**config.mk**
```make
export PLATFORM = sky130hd
export DESIGN_NAME = udp_oe_csr_top
export DESIGN_NICKNAME = d
export VERILOG_FILES = /design/src/hdl/udp_oe_csr_pkg.sv /design/src/hdl/chan_addr_decode.sv /design/src/hdl/chan_ctrl_regs.sv /design/src/hdl/csr_read_resp.sv /design/src/hdl/shared_csr_regs.sv /design/src/hdl/udp_oe_csr_top.sv
export SDC_FILE = /design/constraint.sdc
export NUM_CORES = 1
export LEC_CHECK = 0
export BUFFER_PORTS_ARGS = -buffer_cell sky130_fd_sc_hd__buf_2
export CAP_MARGIN = 5
export CORE_AREA = 4 4 280 282
export DETAILED_ROUTE_END_ITERATION = 8
export DIE_AREA = 0 0 284 286
export PLACE_DENSITY = 0.61
export SYNTH_ARGS = -nofsm -noshare
export SYNTH_HDL_FRONTEND = slang
export SYNTH_HIERARCHICAL = 1
export SYNTH_SLANG_ARGS = --single-unit
```
**constraint.sdc**
```tcl
create_clock -name uoe_csr_avmm -period 2.8 [get_ports uoe_csr_avmm]
set_input_delay 0.42 -clock uoe_csr_avmm [delete_from_list [all_inputs] [get_ports uoe_csr_avmm]]
set_output_delay 0.42 -clock uoe_csr_avmm [all_outputs]
set_load 0.05 [all_outputs]
```
**src/hdl/udp_oe_csr_pkg.sv**
```systemverilog
//////////////////////////////////////////////////
// Word and field types, register map and feature
// header constants of the UDP offload CSR block
//////////////////////////////////////////////////
`default_nettype none

package udp_oe_csr_pkg;

    typedef logic [63:0] csr_word_t;
    typedef logic [47:0] mac_adr_t;
    typedef logic [31:0] ip_adr_t;     // Also the netmask
    typedef logic [15:0] udp_port_t;   // Also payload size and checksum
    typedef logic [9:0]  word_addr_t;  // Byte address / 8
    typedef logic [2:0]  chan_reg_t;
    typedef logic [31:0] chan_sts_t;

    localparam int CSR_ADDR_PER_CHANNEL = 8;

    // Width of a channel index, at least one bit
    function automatic int chan_idx_width(input int num_chan);
        return (num_chan > 1) ? $clog2(num_chan) : 1;
    endfunction

    // Shared register map
    localparam word_addr_t DFH_HEADER_ADDR          = 10'd0;
    localparam word_addr_t DFH_ID_LO_ADDR           = 10'd1;
    localparam word_addr_t DFH_ID_HI_ADDR           = 10'd2;
    localparam word_addr_t DFH_REG_ADDR_OFFSET_ADDR = 10'd3;
    localparam word_addr_t DFH_REGSZ_ADDR           = 10'd4;
    localparam word_addr_t SCRATCHPAD_ADDR          = 10'd5;
    localparam word_addr_t NUM_CHANNELS_ADDR        = 10'd6;
    localparam word_addr_t FPGA_MAC_ADDR            = 10'd7;
    localparam word_addr_t FPGA_IP_ADDR             = 10'd8;
    localparam word_addr_t FPGA_UDP_PORT_ADDR       = 10'd9;
    localparam word_addr_t FPGA_NETMASK_ADDR        = 10'd10;
    localparam word_addr_t HOST_MAC_ADDR            = 10'd11;
    localparam word_addr_t HOST_IP_ADDR             = 10'd12;
    localparam word_addr_t HOST_UDP_PORT_ADDR       = 10'd13;
    localparam word_addr_t PAYLOAD_PER_PACKET_ADDR  = 10'd14;
    localparam word_addr_t CHECKSUM_IP_ADDR         = 10'd15;
    localparam word_addr_t CHAN_BASE_ADDR           = 10'd32;  // Channel 0 block

    // Offsets inside one channel block, 4 to 7 read zero
    localparam chan_reg_t CHAN_INFO_OFS      = 3'd0;
    localparam chan_reg_t CHAN_RESET_OFS     = 3'd1;
    localparam chan_reg_t CHAN_STATUS_OFS    = 3'd2;
    localparam chan_reg_t CHAN_MISC_CTRL_OFS = 3'd3;

    // DFHv1 header fields
    localparam logic [3:0]  DFH_FTYPE    = 4'h1;     // AFU
    localparam logic [7:0]  DFH_VER      = 8'h01;
    localparam logic [10:0] DFH_RSVD     = 11'h0;
    localparam logic        DFH_EOL      = 1'b1;     // Last feature in the list
    localparam logic [23:0] DFH_NEXT     = 24'h0;
    localparam logic [3:0]  DFH_FEAT_REV = 4'h0;
    localparam logic [11:0] DFH_FEAT_ID  = 12'h0AB;

    localparam logic [62:0] DFH_CSR_OFFSET = 63'h28;  // Scratchpad byte offset
    localparam logic        DFH_CSR_REL    = 1'b0;    // Relative to the header
    localparam logic [31:0] DFH_CSR_SIZE   = 32'h500; // Room for 16 channels
    localparam logic        DFH_HAS_PARAMS = 1'b0;
    localparam logic [14:0] DFH_GROUP      = 15'h0;
    localparam logic [15:0] DFH_INSTANCE   = 16'h0;

    // Works out to 64'h1010_0100_0000_00AB
    localparam csr_word_t DFH_HEADER = {DFH_FTYPE, DFH_VER, DFH_RSVD, DFH_EOL,
                                        DFH_NEXT, DFH_FEAT_REV, DFH_FEAT_ID};
    localparam csr_word_t DFH_ID_LO  = 64'h9A1F_2C6D_4B07_E315;  // GUID low half
    localparam csr_word_t DFH_ID_HI  = 64'h5E84_B0C2_71D9_4F36;
    localparam csr_word_t DFH_REG_ADDR_OFFSET = {DFH_CSR_OFFSET, DFH_CSR_REL};
    localparam csr_word_t DFH_REGSZ  = {DFH_CSR_SIZE, DFH_HAS_PARAMS, DFH_GROUP,
                                        DFH_INSTANCE};

    localparam udp_port_t  DEFAULT_PAYLOAD_PER_PACKET = 16'd1024;
    localparam csr_word_t  REG_RD_BADADDR_DATA        = 64'h0BAD_0BAD_0BAD_0BAD;
    localparam logic [7:0] CHAN_INFO_TAG              = 8'h10;

endpackage : udp_oe_csr_pkg

`default_nettype wire

```
**src/hdl/chan_addr_decode.sv**
```systemverilog
//////////////////////////////////////////////////
// Channel window decode into hit, index and
// register offset
//////////////////////////////////////////////////
`timescale 1ns/1ps
`default_nettype none

module chan_addr_decode
    import udp_oe_csr_pkg::*;
#(
    parameter  int NUM_CHAN   = 4,
    localparam int CHAN_IDX_W = chan_idx_width(NUM_CHAN)
) (
    input  word_addr_t            word_addr,
    output logic                  chan_hit,
    output logic [CHAN_IDX_W-1:0] chan_idx,
    output chan_reg_t             chan_reg
);

    localparam int REG_OFS_W = $clog2(CSR_ADDR_PER_CHANNEL);

    // First word past the last channel block
    localparam word_addr_t CHAN_END_ADDR =
        word_addr_t'(int'(CHAN_BASE_ADDR) + NUM_CHAN * CSR_ADDR_PER_CHANNEL);

    word_addr_t chan_ofs;  // Word offset from the window base

    assign chan_ofs = word_addr - CHAN_BASE_ADDR;

    assign chan_hit = (word_addr >= CHAN_BASE_ADDR) && (word_addr < CHAN_END_ADDR);

    // Blocks are a power of two long, index sits right above the offset
    assign chan_reg = chan_reg_t'(chan_ofs[REG_OFS_W-1:0]);
    assign chan_idx = chan_ofs[REG_OFS_W +: CHAN_IDX_W];

endmodule : chan_addr_decode

`default_nettype wire

```
**src/hdl/chan_ctrl_regs.sv**
```systemverilog
//////////////////////////////////////////////////
// Per-channel reset bits, shared misc control and
// per-channel read selection
//////////////////////////////////////////////////
`timescale 1ns/1ps
`default_nettype none

module chan_ctrl_regs
    import udp_oe_csr_pkg::*;
#(
    parameter  int NUM_CHAN   = 4,
    localparam int CHAN_IDX_W = chan_idx_width(NUM_CHAN)
) (
    input  logic                  uoe_csr_avmm,
    input  logic                  rst_local,
    input  logic                  write,
    input  logic                  chan_hit,
    input  logic [CHAN_IDX_W-1:0] chan_idx,
    input  chan_reg_t             chan_reg,
    input  csr_word_t             writedata,
    input  chan_sts_t             tx_status [NUM_CHAN],
    input  chan_sts_t             rx_status [NUM_CHAN],

    output logic [NUM_CHAN-1:0]   tx_rst,
    output logic [NUM_CHAN-1:0]   rx_rst,
    output csr_word_t             misc_ctrl,
    output csr_word_t             chan_rd_data
);

    csr_word_t chan_word [NUM_CHAN];  // Addressed word of each channel

    // chan_hit keeps chan_idx inside 0 to NUM_CHAN-1
    always_ff @(posedge uoe_csr_avmm) begin
        if (rst_local) begin
            tx_rst    <= '0;
            rx_rst    <= '0;
            misc_ctrl <= '0;
        end else if (write && chan_hit) begin
            if (chan_reg == CHAN_RESET_OFS) begin
                tx_rst[chan_idx] <= writedata[1];
                rx_rst[chan_idx] <= writedata[0];
            end
            if (chan_reg == CHAN_MISC_CTRL_OFS) begin
                misc_ctrl <= writedata;  // One word shared by all channels
            end
        end
    end

    for (genvar c = 0; c < NUM_CHAN; c++) begin : g_chan
        always_comb begin
            case (chan_reg)
                CHAN_INFO_OFS:      chan_word[c] = {48'h0, 8'(c), CHAN_INFO_TAG};
                CHAN_RESET_OFS:     chan_word[c] = {62'h0, tx_rst[c], rx_rst[c]};
                CHAN_STATUS_OFS:    chan_word[c] = {tx_status[c], rx_status[c]};
                CHAN_MISC_CTRL_OFS: chan_word[c] = misc_ctrl;
                default:            chan_word[c] = '0;
            endcase
        end
    end

    // Compare instead of index, chan_idx may point past NUM_CHAN
    always_comb begin
        chan_rd_data = '0;
        for (int c = 0; c < NUM_CHAN; c++) begin
            if (chan_idx == CHAN_IDX_W'(c)) begin
                chan_rd_data = chan_word[c];
            end
        end
    end

endmodule : chan_ctrl_regs

`default_nettype wire

```
**src/hdl/csr_read_resp.sv**
```systemverilog
//////////////////////////////////////////////////
// Read source priority, bad address pattern and
// the registered read response
//////////////////////////////////////////////////
`timescale 1ns/1ps
`default_nettype none

module csr_read_resp
    import udp_oe_csr_pkg::*;
(
    input  logic      uoe_csr_avmm,
    input  logic      rst_local,
    input  logic      read,
    input  logic      chan_hit,
    input  csr_word_t chan_rd_data,
    input  logic      shared_hit,
    input  csr_word_t shared_rd_data,

    output csr_word_t readdata,
    output logic      readdatavalid
);

    csr_word_t rd_sel;

    // Channel window first, then shared words, else the bad address pattern
    always_comb begin
        if (chan_hit) begin
            rd_sel = chan_rd_data;
        end else if (shared_hit) begin
            rd_sel = shared_rd_data;
        end else begin
            rd_sel = REG_RD_BADADDR_DATA;
        end
    end

    always_ff @(posedge uoe_csr_avmm) begin
        if (rst_local) begin
            readdata      <= '0;
            readdatavalid <= 1'b0;
        end else begin
            readdatavalid <= read;     // One strobe per request, no stall
            if (read) begin
                readdata <= rd_sel;    // Held between reads
            end
        end
    end

endmodule : csr_read_resp

`default_nettype wire

```
**src/hdl/shared_csr_regs.sv**
```systemverilog
//////////////////////////////////////////////////
// Feature header, scratchpad, channel count and
// network settings with their read selection
//////////////////////////////////////////////////
`timescale 1ns/1ps
`default_nettype none

module shared_csr_regs
    import udp_oe_csr_pkg::*;
#(
    parameter int NUM_CHAN = 4
) (
    input  logic       uoe_csr_avmm,
    input  logic       rst_local,
    input  logic       write,
    input  word_addr_t word_addr,
    input  csr_word_t  writedata,

    output csr_word_t  shared_rd_data,
    output logic       shared_hit,

    output mac_adr_t   fpga_mac_adr,
    output mac_adr_t   host_mac_adr,
    output ip_adr_t    fpga_ip_adr,
    output ip_adr_t    host_ip_adr,
    output ip_adr_t    fpga_netmask,
    output udp_port_t  fpga_udp_port,
    output udp_port_t  host_udp_port,
    output udp_port_t  payload_per_packet,
    output udp_port_t  checksum_ip
);

    csr_word_t scratchpad;

    // Each field keeps only the low bits of the write data
    always_ff @(posedge uoe_csr_avmm) begin
        if (rst_local) begin
            scratchpad         <= '0;
            fpga_mac_adr       <= '0;
            host_mac_adr       <= '0;
            fpga_ip_adr        <= '0;
            host_ip_adr        <= '0;
            fpga_netmask       <= '0;
            fpga_udp_port      <= '0;
            host_udp_port      <= '0;
            payload_per_packet <= DEFAULT_PAYLOAD_PER_PACKET;
            checksum_ip        <= '0;
        end else if (write) begin
            case (word_addr)
                SCRATCHPAD_ADDR:         scratchpad         <= writedata;
                FPGA_MAC_ADDR:           fpga_mac_adr       <= writedata[47:0];
                FPGA_IP_ADDR:            fpga_ip_adr        <= writedata[31:0];
                FPGA_UDP_PORT_ADDR:      fpga_udp_port      <= writedata[15:0];
                FPGA_NETMASK_ADDR:       fpga_netmask       <= writedata[31:0];
                HOST_MAC_ADDR:           host_mac_adr       <= writedata[47:0];
                HOST_IP_ADDR:            host_ip_adr        <= writedata[31:0];
                HOST_UDP_PORT_ADDR:      host_udp_port      <= writedata[15:0];
                PAYLOAD_PER_PACKET_ADDR: payload_per_packet <= writedata[15:0];
                CHECKSUM_IP_ADDR:        checksum_ip        <= writedata[15:0];
                default: ;  // Header words and channel count are read only
            endcase
        end
    end

    // Read selection for words 0 to 15
    always_comb begin
        shared_hit     = 1'b1;
        shared_rd_data = '0;
        case (word_addr)
            DFH_HEADER_ADDR:          shared_rd_data = DFH_HEADER;
            DFH_ID_LO_ADDR:           shared_rd_data = DFH_ID_LO;
            DFH_ID_HI_ADDR:           shared_rd_data = DFH_ID_HI;
            DFH_REG_ADDR_OFFSET_ADDR: shared_rd_data = DFH_REG_ADDR_OFFSET;
            DFH_REGSZ_ADDR:           shared_rd_data = DFH_REGSZ;
            SCRATCHPAD_ADDR:          shared_rd_data = scratchpad;
            NUM_CHANNELS_ADDR:        shared_rd_data = csr_word_t'(NUM_CHAN);

            FPGA_MAC_ADDR:            shared_rd_data = {16'h0, fpga_mac_adr};
            FPGA_IP_ADDR:             shared_rd_data = {32'h0, fpga_ip_adr};
            FPGA_UDP_PORT_ADDR:       shared_rd_data = {48'h0, fpga_udp_port};
            FPGA_NETMASK_ADDR:        shared_rd_data = {32'h0, fpga_netmask};
            HOST_MAC_ADDR:            shared_rd_data = {16'h0, host_mac_adr};
            HOST_IP_ADDR:             shared_rd_data = {32'h0, host_ip_adr};
            HOST_UDP_PORT_ADDR:       shared_rd_data = {48'h0, host_udp_port};
            PAYLOAD_PER_PACKET_ADDR:  shared_rd_data = {48'h0, payload_per_packet};
            CHECKSUM_IP_ADDR:         shared_rd_data = {48'h0, checksum_ip};

            default: begin
                shared_hit = 1'b0;  // Channel window or unmapped
            end
        endcase
    end

endmodule : shared_csr_regs

`default_nettype wire

```
**src/hdl/udp_oe_csr_top.sv**
```systemverilog
//////////////////////////////////////////////////
// UDP offload engine CSR block top level
//////////////////////////////////////////////////
`timescale 1ns/1ps
`default_nettype none

module udp_oe_csr_top
    import udp_oe_csr_pkg::*;
#(
    parameter  int NUM_CHAN   = 4,   // 1 to 16
    localparam int CHAN_IDX_W = chan_idx_width(NUM_CHAN)
) (
    input  logic                uoe_csr_avmm,
    input  logic                rst_local,

    // Host bus, byte addressed
    input  logic [12:0]         address,
    input  logic                read,
    input  logic                write,
    input  csr_word_t           writedata,
    output csr_word_t           readdata,
    output logic                readdatavalid,

    // Channel side
    input  chan_sts_t           tx_status [NUM_CHAN],
    input  chan_sts_t           rx_status [NUM_CHAN],
    output logic [NUM_CHAN-1:0] tx_rst,
    output logic [NUM_CHAN-1:0] rx_rst,
    output csr_word_t           misc_ctrl,

    // Network settings
    output mac_adr_t            fpga_mac_adr,
    output mac_adr_t            host_mac_adr,
    output ip_adr_t             fpga_ip_adr,
    output ip_adr_t             host_ip_adr,
    output ip_adr_t             fpga_netmask,
    output udp_port_t           fpga_udp_port,
    output udp_port_t           host_udp_port,
    output udp_port_t           payload_per_packet,
    output udp_port_t           checksum_ip
);

    word_addr_t            word_addr;
    logic                  chan_hit;
    logic [CHAN_IDX_W-1:0] chan_idx;
    chan_reg_t             chan_reg;
    logic                  shared_hit;
    csr_word_t             shared_rd_data;
    csr_word_t             chan_rd_data;

    assign word_addr = address[12:3];  // Word accesses only

    chan_addr_decode #(.NUM_CHAN(NUM_CHAN)) u_decode (
        .word_addr (word_addr),
        .chan_hit  (chan_hit),
        .chan_idx  (chan_idx),
        .chan_reg  (chan_reg)
    );

    shared_csr_regs #(.NUM_CHAN(NUM_CHAN)) u_shared (
        .uoe_csr_avmm       (uoe_csr_avmm),
        .rst_local          (rst_local),
        .write              (write),
        .word_addr          (word_addr),
        .writedata          (writedata),
        .shared_rd_data     (shared_rd_data),
        .shared_hit         (shared_hit),
        .fpga_mac_adr       (fpga_mac_adr),
        .host_mac_adr       (host_mac_adr),
        .fpga_ip_adr        (fpga_ip_adr),
        .host_ip_adr        (host_ip_adr),
        .fpga_netmask       (fpga_netmask),
        .fpga_udp_port      (fpga_udp_port),
        .host_udp_port      (host_udp_port),
        .payload_per_packet (payload_per_packet),
        .checksum_ip        (checksum_ip)
    );

    chan_ctrl_regs #(.NUM_CHAN(NUM_CHAN)) u_chan (
        .uoe_csr_avmm (uoe_csr_avmm),
        .rst_local    (rst_local),
        .write        (write),
        .chan_hit     (chan_hit),
        .chan_idx     (chan_idx),
        .chan_reg     (chan_reg),
        .writedata    (writedata),
        .tx_status    (tx_status),
        .rx_status    (rx_status),
        .tx_rst       (tx_rst),
        .rx_rst       (rx_rst),
        .misc_ctrl    (misc_ctrl),
        .chan_rd_data (chan_rd_data)
    );

    csr_read_resp u_resp (
        .uoe_csr_avmm   (uoe_csr_avmm),
        .rst_local      (rst_local),
        .read           (read),
        .chan_hit       (chan_hit),
        .chan_rd_data   (chan_rd_data),
        .shared_hit     (shared_hit),
        .shared_rd_data (shared_rd_data),
        .readdata       (readdata),
        .readdatavalid  (readdatavalid)
    );

endmodule : udp_oe_csr_top

`default_nettype wire

```
==> run_results.csv, run 1 <==
group,metric,value,unit
drt,vias,24020,
setup_path,r2r-start,"u_shared/host_mac_adr[3]",
global_route,grt_overflow,0,
drt,viasPerCell,5.447,
power,p_leak,12.61,nW
placed_design,dp_cells,4297,
drt,wire_per_inst,26.75,um
setup_path,start_kind,"input pin",
setup_path,critPathMaxFanout,13,
synthesis,synth_cell_type_count,79,
sta,setup_viol,0,
layout,seq_area,9149,um^2
floorplan,core.rowCount,101,
drt,drc,0,
drt,met1_length,44.86,mm
drt,first_iter_violations,2605,
clock_tree,cts_buffers,54,
clock_tree,clkTransAtPathRegs,0.06,ns
setup_path,crit_end,"u_resp/readdata[19]",
clock_tree,cts_tree,"done",
layout,finalNetCount,3712,
sta,fin_crit,2.370,ns
setup_path,crit_path_end_kind,"register",
setup_path,path_class,"input pin to register",
drt,met3_length,9.691,mm
synthesis,synth_warnings,6,
sta,tns,0,ns
setup_path,r2r_setup_slack,0.62,ns
placed_design,io_buffers,726,
min_path,worstHoldStart,"writedata[57]",
sta,slew_violations,0,
clock_tree,cts_root_buf,"clkbuf_16",
layout,fillerInstances,7781,
power,ir_drop,420.5,uV
layout,drive_gt1_share,32.97,%
sta,hold_violations,0,
synthesis,syn-cell-area,22600,um^2
synthesis,async_flop_share,0,%
setup_path,worstSetupStartpoint,"address[7]",
clock_tree,holdBufCountCts,0,
drt,drtAntennaViolNets,0,
floorplan,die_h,286,um
sta,holdWs,0.05105,ns
sta,grt_setup_unrepaired,"no",
setup_path,reg2regPathDepth,6,
synthesis,synth_area_per_cell,8.398,um^2
global_route,grtUsageTotal,27.34,%
synthesis,syn-num-nets,3028,
layout,finish.utilization,39.56,%
global_route,grt_start_max_net_pins,190,
synthesis,synthFlopType,"dfxtp_1",
power,power.density,523.9,nW/um^2
clock_tree,cts_resized,0,
sta,fmax,421.9,MHz
sta,clock_skew,0.03062,ns
drt,finalWirelength,118.0,mm
min_path,min_path_type,"input pin to register",
global_route,grt_pass1_vias,23140,
flow_run,cap_violations,0,
floorplan,die_area,81220,um^2
synthesis,synth_edf_count,0,
floorplan,start_util,29.86,%
layout,multiInputGateArea,12190,um^2
clock_tree,cts.sinks,457,
floorplan,die_x,284,um
sta,tightest_slew,1.272,ns
synthesis,synth.largest_area_cell,"dfxtp_1",
synthesis,syn-instance-count,2691,
clock_tree,cts_htree_levels,2,
synthesis,ys_seq_elements,457,
clock_tree,cts_setup_buffers,0,
clock_tree,clkLatencyLatePin,0.61,ns
drt,drt-pass1-iter-count,6,
clock_tree,clockBufferDepth,3,
layout,fin_cells,4410,
sta,min_period_over_period,84.66,%
setup_path,crit_required,3.33,ns
sta,slew_headroom,15.22,%
drt,wl_met2,58.33,mm
synthesis,ys_top_cells_by_area,"dfxtp_1 40%, nand2_1 12%, a21oi_1 8.0%, mux4_2 6.4%, mux2i_1 5.3%",
synthesis,synth.top_cell.area_share,40.48,%
setup_path,crit_arrival,2.90,ns
placed_design,dp_hpwl,87.85,mm
floorplan,io_pins,730,
global_route,grt_pass1_wl,165.7,mm
floorplan,design.core.area,75700,um^2
layout,syn_to_final_growth,32.51,%
status,run_status,"finished, final reports clean",
power,p_total,15.69,mW
setup_path,r2r-end,"u_resp/readdata[3]",
drt,top_layer,"met5",
placed_design,place_congestion,0.9297,
synthesis,synth-seq-area-share,40.48,%
global_route,antenna_found_initial,17,
placed cells by master (no fill, tap or decap), types with 11 or more instances in the layout:
| cell | instances |
|---|---|
| a22o_1 | 70 |
| dfxtp_1 | 457 |
| nand2b_1 | 41 |
| diode_2 | 11 |
| o32ai_1 | 33 |
| mux2_2 | 13 |
| a311oi_1 | 23 |
| a21oi_1 | 361 |
| nor2b_1 | 37 |
| buf_2 | 720 |
| buf_4 | 141 |
| nand2_1 | 704 |
| buf_12 | 39 |
| o21ai_0 | 28 |
| a22oi_1 | 41 |
| mux4_2 | 64 |
| nand4_1 | 13 |
| nor2_1 | 122 |
| nand3_1 | 22 |
| clkbuf_8 | 13 |
| mux2i_1 | 120 |
| nand3b_1 | 42 |
| nor3b_1 | 33 |
| clkbuf_16 | 55 |
critical path, stage by stage:
cell	delay (ns)
buf_4	0.16
or4_2	0.85
buf_4	0.29
nor3_4	0.29
buf_12	0.17
a22oi_1	0.09
nand3_1	0.14
nor3b_1	0.07
buf_4	0.14
o32ai_1	0.24
area by class of cell:
| class | count | area share (%) |
|---|---|---|
| Clock buffer | 78 | 5.319 |
| Clock inverter | 24 | 0.8983 |
| Timing Repair Buffer | 902 | 18.26 |
| Antenna cell | 11 | 0.09192 |
| Inverter | 7 | 0.08774 |
| Multi-Input combinational cell | 1953 | 40.70 |
| Tap cell | 978 | 4.086 |
| Sequential cell | 457 | 30.55 |
power by group:
part	internal (mW)	switching, mW
combinational	0.597	1.06
sequential	6.57	0.0384
clock	4.34	3.09
per-stage QoR:
step	setup slack, ns	instance area, um^2
after floorplan	0.3815	22600
after global placement	-0.1696	28060
after detailed placement	-0.2014	28060
after CTS	0.4692	29920
after global routing	0.3695	29920
final	0.4296	29950
cells in the mapped netlist (20+ instances only):
cell        n
a21oi_1   361
a22o_1     70
a22oi_1    41
a311oi_1   23
buf_2      71
buf_6      20
clkbuf_1  148
dfxtp_1   457
mux2i_1   120
mux4_2     64
nand2_1   704
nand2b_1   42
nand3_1    22
nand3b_1   42
nor2_1    125
nor2b_1    37
nor3b_1    33
o21ai_0    28
o32ai_1    33
worst min-delay path by stage:
stage,depth (start not counted),to,slack [ns]
after global placement,2,u_shared/scratchpad[61],0.44
after CTS,3,u_shared/scratchpad[57],0.006
after global routing,3,u_chan/misc_ctrl[50],0.04
after floorplan,2,u_shared/scratchpad[53],0.43
final,3,u_shared/scratchpad[57],0.05
after detailed placement,2,u_shared/scratchpad[56],0.44
cell families after synthesis:
group / synth area share (%)
AOI/OAI and AO/OA: 18.54
xor gates and xnor gates: 0.03876
buffers and inverters: 6.079
DFF: 40.48
muxes: 12.34
and+or+nand+nor: 22.52
flip-flops by register name, indices dropped and copies added, names as in the netlist:
name / cells
u_shared/host_mac_adr: 48
u_chan/misc_ctrl: 64
u_shared/fpga_udp_port: 16
u_resp/readdatavalid: 1
u_shared/checksum_ip: 16
u_shared/fpga_netmask: 32
u_resp/readdata: 64
u_shared/host_udp_port: 16
u_shared/fpga_ip_adr: 32
u_shared/host_ip_adr: 32
u_shared/scratchpad: 64
u_shared/fpga_mac_adr: 48
u_chan/rx_rst: 4
u_chan/tx_rst: 4
u_shared/payload_per_packet: 16
routing by layer:
| metal | vias up | track usage (%) |
|---|---|---|
| met5 | - | 0 |
| met4 | 14 | 10.43 |
| met3 | 231 | 5.952 |
| met2 | 1217 | 48.30 |
| met1 | 11690 | 32.51 |
| li1 | 10870 | - |
No activity file was read; power rests on OpenSTA's default activity.
==> run 2: changes to the inputs <==
clock period = 2.2 ns   (was 2.8 ns; I/O delays follow)
==> run 2 against run 1 <==
Clock-buffer cell count shrank 6. Largest cell class unchanged. Setup slack lost 0.24 ns. Power increased by 26%. Cell count is 2.3% higher. Combinational power is 38% higher. Highest routed layer unchanged. Design area is 3.3% higher. Clock skew shrank 0.014 ns. Critical path type unchanged. Register-to-register slack got worse by 0.32 ns. First-iteration DRC count decreased by 4.9%. Via count rose by 1.9%. Sequential share of layout area is 0.97 points lower.
==> run_results.csv, run 2 (same netlist as run 1, synthesis figures left out) <==
group,metric,value,unit
layout,syn_to_final_growth,36.87,%
status,run_status,"finished, final reports clean",
clock_tree,clockBufferDepth,3,
power,power.internal,14.47,mW
sta,slew_headroom,59.64,%
drt,drt-pass1-iter-count,5,
global_route,grt_overflow,0,
floorplan,die_x,284,um
setup_path,slowest_stage,"or4_4",
placed_design,place_congestion,0.9355,
setup_path,crit_required,2.71,ns
sta,fin_crit,2.007,ns
global_route,grt_use_met1,33.34,%
power,seqPwrFrac,42.7,%
setup_path,worstSetupStartpoint,"address[8]",
drt,drtAntennaViolNets,0,
floorplan,core.rowCount,101,
setup_path,critPathMaxFanout,13,
sta,tightest_slew,0.6055,ns
sta,grt_setup_unrepaired,"no",
sta,slew_violations,0,
power,p_total,19.73,mW
setup_path,start_kind,"input pin",
flow_run,cap_violations,0,
clock_tree,cts_setup_buffers,0,
global_route,grtUsageTotal,27.74,%
setup_path,path_common_cell,"buf_12",
sta,setup_viol,0,
floorplan,die_area,81220,um^2
clock_tree,clkLatencyLatePin,0.61,ns
setup_path,r2r-start,"u_shared/host_mac_adr[9]",
clock_tree,cts_root_buf,"clkbuf_16",
global_route,use_met3,5.681,%
power,ir_drop,559.5,uV
clock_tree,cts_htree_levels,2,
clock_tree,cts_buffers,54,
global_route,grt.busiest_layer,"met2",
min_path,worstHoldStart,"writedata[60]",
sta,min_period_over_period,91.23,%
global_route,grt_start_max_net_pins,120,
power,power.density,637.7,nW/um^2
layout,finalNetCount,3820,
min_path,min_path_type,"input pin to register",
floorplan,design.core.area,75700,um^2
sta,holdWs,0.03115,ns
power,p_leak,13.18,nW
power,power.switching,5.252,mW
sta,hold_violations,0,
clock_tree,cts.sinks,457,
drt,finalWirelength,120.3,mm
setup_path,path_class,"input pin to register",
power,power.share.clock,45.8,%
clock_tree,clkTransAtPathRegs,0.07,ns
placed_design,io_buffers,726,
layout,fillerInstances,7759,
sta,clock_skew,0.01699,ns
placed_design,dp_cells,4380,
setup_path,cp_cell_sequence,"buf_2 -> or4_4 -> buf_12 -> buf_12 -> nor2_1 -> buf_4 -> a32oi_1 -> o2111ai_1 -> nand3b_1 -> a311oi_1",
drt,vias,24470,
placed_design,dp_hpwl,91.76,mm
drt,first_iter_violations,2478,
layout,fin_cells,4510,
drt,drc,0,
sta,fmax,498.2,MHz
layout,finish.utilization,40.86,%
global_route,grtUsageMet2,48.81,%
setup_path,crit_path_end_kind,"register",
power,switching_share,26.62,%
global_route,grt_pass1_vias,23320,
layout,largest_registers,"u_chan/misc_ctrl: 64 flops, u_resp/readdata: 64 flops, u_shared/scratchpad: 64 flops",
global_route,grt_pass1_wl,167.7,mm
floorplan,io_pins,730,
layout,final_common_cell,"buf_2",
clock_tree,cts_tree,"done",
setup_path,critPathMaxStageDelay,0.59,ns
layout,layout_common_cells,"720 x buf_2, 704 x nand2_1, 457 x dfxtp_1",
drt,wire_per_inst,26.68,um
drt,viasPerCell,5.426,
floorplan,start_util,29.86,%
setup_path,crit_arrival,2.52,ns
power,pwr-share-comb,11.6,%
global_route,antenna_found_initial,20,
floorplan,die_h,286,um
layout,drive_gt1_share,34.19,%
## run 2: per-stage QoR
step	worst slack, ns	area (um^2)	TNS, ns
detailed placement	-0.6691	28910	-92.20
global route	0.1362	30910	0
CTS	0.03191	30890	0
floorplan	0.0004976	22660	0
global placement	-0.6628	28910	-88.47
finish	0.1928	30930	0
## run 2: worst max-delay path, delay by kind of cell
kind / cells / cell delay, ns
AOI/OAI and AO/OA: 3 / 0.62
buffers and inverters: 4 / 0.65
and+or+nand+nor: 3 / 0.89
## run 2: per-layer routing
| layer | vias to the layer above | part of all wire [%] |
|---|---|---|
| li1 | 11090 | - |
| met1 | 11980 | 38 |
| met2 | 1187 | 49 |
| met3 | 208 | 8.0 |
| met4 | 16 | 4.2 |
| met5 | - | 0.092 |
## run 2: area by class of cell
| type | instances | area (um^2) | share of cell area, % |
|---|---|---|---|
| antenna | 11 | 27.53 | 0.08899 |
| timing repair buffer | 1010 | 6543 | 21.15 |
| tap | 978 | 1224 | 3.956 |
| clock buffer | 72 | 1500 | 4.850 |
| sequential | 457 | 9149 | 29.58 |
| clock inverter | 22 | 232.7 | 0.7524 |
| multi-input combinational | 1953 | 12230 | 39.54 |
| inverter | 7 | 26.28 | 0.08494 |
## run 2: what timing repair did
item	CTS	global route
hold buffers	25	0
gates resized for setup	1	3
pin swaps	0	0
hold endpoints to repair	58	0
endpoints found under the setup margin	1	17
## run 2: final timing paths
kind / end / slack [ns] / cells past startpoint
hold reg to reg: u_shared/scratchpad[17] / 0.45 / 2
hold / removal: u_chan/misc_ctrl[60] / 0.03 / 3
setup / recovery: u_resp/readdata[12] / 0.19 / 10
setup reg to reg: u_resp/readdata[9] / 0.30 / 8
## run 2: power groups by stage
stage               combinational, mW  clock (mW)  sequential, mW
finish                           2.28        9.03            8.42
floorplan                       0.858           0            8.85
detailed placement               2.23           0            8.60
global route                     2.38        9.45            8.42
CTS                              2.28        9.16            8.42
global placement                 2.22           0            8.60
==> run 3: changes to the inputs <==
MAX_ROUTING_LAYER = met4   (was unset)
==> run 3 against run 2 <==
Core utilization grew 0.25 points. Global-route usage up 1.3 points. Clock power is 1% higher.
==> run_results.csv, run 3 (same netlist as run 1, synthesis figures left out) <==
group,metric,value,unit
sta,tightest_slew,0.6856,ns
layout,syn_to_final_growth,37.73,%
power,pwr-share-comb,11.5,%
global_route,use_met3,5.219,%
power,power.internal,14.49,mW
sta,min_period_over_period,93.45,%
placed_design,dp_hpwl,92.66,mm
drt,finalWirelength,121.7,mm
setup_path,crit_end,"u_resp/readdata[24]",
placed_design,io_buffers,726,
drt,wire_per_inst,26.89,um
global_route,grtUsageTotal,29.04,%
placed_design,place_congestion,0.9366,
drt,drtAntennaViolNets,0,
drt,viasPerCell,5.422,
sta,clock_skew,0.02567,ns
setup_path,reg2regPathDepth,8,
layout,fin_cells,4527,
sta,setup_ws,0.1441,ns
layout,finalNetCount,3824,
min_path,holdPathStages,3,
clock_tree,cts_htree_levels,2,
sta,hold_violations,0,
status,run_status,"finished, final reports clean",
clock_tree,clkLatencyLatePin,0.62,ns
floorplan,die_h,286,um
clock_tree,cts_buffers,53,
power,switching_share,26.93,%
global_route,grt.busiest_layer,"met2",
sta,fmax,486.4,MHz
global_route,antenna_found_initial,18,
layout,stdcell_area,31120,um^2
setup_path,critPathMaxFanout,11,
power,ir_drop,580.5,uV
setup_path,r2r_setup_slack,0.34,ns
global_route,grt_pass1_vias,23790,
setup_path,r2r-start,"u_shared/fpga_udp_port[9]",
clock_tree,cts.sinks,457,
setup_path,r2r-end,"u_resp/readdata[9]",
global_route,grt_pass1_wl,170.8,mm
floorplan,io_pins,730,
setup_path,critPathMaxStageDelay,0.57,ns
setup_path,crit_required,2.71,ns
power,seqPwrFrac,42.5,%
sta,fin_crit,2.056,ns
setup_path,crit_path_end_kind,"register",
power,p_leak,13.25,nW
power,power.density,637.2,nW/um^2
setup_path,path_common_cell,"buf_12",
clock_tree,clockBufferDepth,3,
power,power.switching,5.342,mW
setup_path,slowest_stage,"or4_4",
floorplan,die_x,284,um
layout,largest_registers,"u_chan/misc_ctrl: 64 flops, u_resp/readdata: 64 flops, u_shared/scratchpad: 64 flops",
layout,fillerInstances,7657,
setup_path,cp_cell_sequence,"buf_2 -> or4_4 -> buf_12 -> buf_12 -> nor4_1 -> buf_4 -> a221oi_1 -> or3b_2 -> nor3b_1 -> o32ai_1",
min_path,min_path_type,"input pin to register",
setup_path,path_class,"input pin to register",
placed_design,dp_cells,4378,
floorplan,start_util,29.86,%
layout,final_common_cell,"buf_2",
global_route,grt_start_max_net_pins,134,
sta,setup_viol,0,
global_route,grt_use_met1,34.19,%
sta,slew_headroom,54.29,%
layout,finish.utilization,41.12,%
placed_design,placed_cell_area,28940,um^2
drt,first_iter_violations,2357,
setup_path,start_kind,"input pin",
drt,drt-pass1-iter-count,5,
placed_design,preCtsSetupSlack,-0.5611,ns
clock_tree,cts_root_buf,"clkbuf_16",
sta,slew_violations,0,
floorplan,core.rowCount,101,
global_route,grt_overflow,0,
sta,grt_setup_unrepaired,"no",
layout,drive_gt1_share,34.28,%
layout,layout_common_cells,"720 x buf_2, 704 x nand2_1, 457 x dfxtp_1",
setup_path,crit_arrival,2.56,ns
drt,drc,0,
floorplan,die_area,81220,um^2
floorplan,design.core.area,75700,um^2
flow_run,cap_violations,0,
drt,vias,24550,
setup_path,worstSetupStartpoint,"address[8]",
global_route,grtUsageMet2,49.99,%
clock_tree,cts_tree,"done",
clock_tree,clkTransAtPathRegs,0.06,ns
power,power.share.clock,46.1,%
## run 3: cell types whose count changed in the layout (fill, tap and decap cells not counted), moves of 3 or more
cell,change
diode_2,+8
clkbuf_8,+5
buf_12,+4
buf_4,-4
clkinv_2,-3
clkinvlp_4,+3
dlygate4sd3_1,+3
## run 3: final cells by class
type	instances	area, um^2	share of cell area [%]
clock inverter	22	237.7	0.7638
inverter	7	26.28	0.08442
timing repair buffer	1015	6659	21.39
antenna	19	47.55	0.1528
tap	978	1224	3.931
clock buffer	76	1544	4.961
sequential	457	9149	29.39
multi-input combinational	1953	12240	39.32
## run 3: timing repair
action	CTS	global route
hold endpoints to repair	70	0
buffers inserted	0	3
resized for setup	0	5
hold buffers	28	0
endpoints found under the setup margin	0	8
## run 3: per-stage QoR
stage | setup TNS, ns | total power [mW] | hold slack (ns)
floorplan | 0 | 9.713 | 0.4317
global placement | -81.62 | 10.81 | 0.4385
detailed placement | -84.65 | 10.82 | 0.4429
CTS | 0 | 19.96 | 0.003498
global route | 0 | 20.39 | 0.02784
finish | 0 | 19.83 | 0.03219
## run 3: worst min-delay path by stage
stage | to | start
2_1_floorplan | u_shared/scratchpad[53] | u_shared/scratchpad[53]
3_3_place_gp | u_shared/scratchpad[17] | u_shared/scratchpad[17]
3_5_place_dp | u_shared/scratchpad[56] | u_shared/scratchpad[56]
4_1_cts | u_shared/fpga_mac_adr[41] | writedata[41]
5_1_grt | u_shared/fpga_mac_adr[41] | writedata[41]
6_report | u_chan/misc_ctrl[36] | writedata[36]
## run 3: power groups by stage
stage	Combinational [mW]	Clock [mW]	Sequential, mW
2_1_floorplan	0.858	0	8.85
3_3_place_gp	2.21	0	8.61
3_5_place_dp	2.21	0	8.61
4_1_cts	2.26	9.27	8.43
5_1_grt	2.37	9.59	8.43
6_report	2.27	9.14	8.42
## run 3: layer usage
| layer | vias to the layer above | part of all wire [%] |
|---|---|---|
| met5 | - | 0 |
| met4 | 0 | 4.0 |
| met3 | 215 | 7.5 |
| met2 | 1191 | 50 |
| met1 | 12030 | 39 |
| li1 | 11120 | - |
## run 3: worst max-delay path, delay by kind of cell
family	cells	cell delay, ns
AOI/OAI and AO/OA	2	0.35
buffers and inverters	4	0.65
and+or+nand+nor	4	1.23
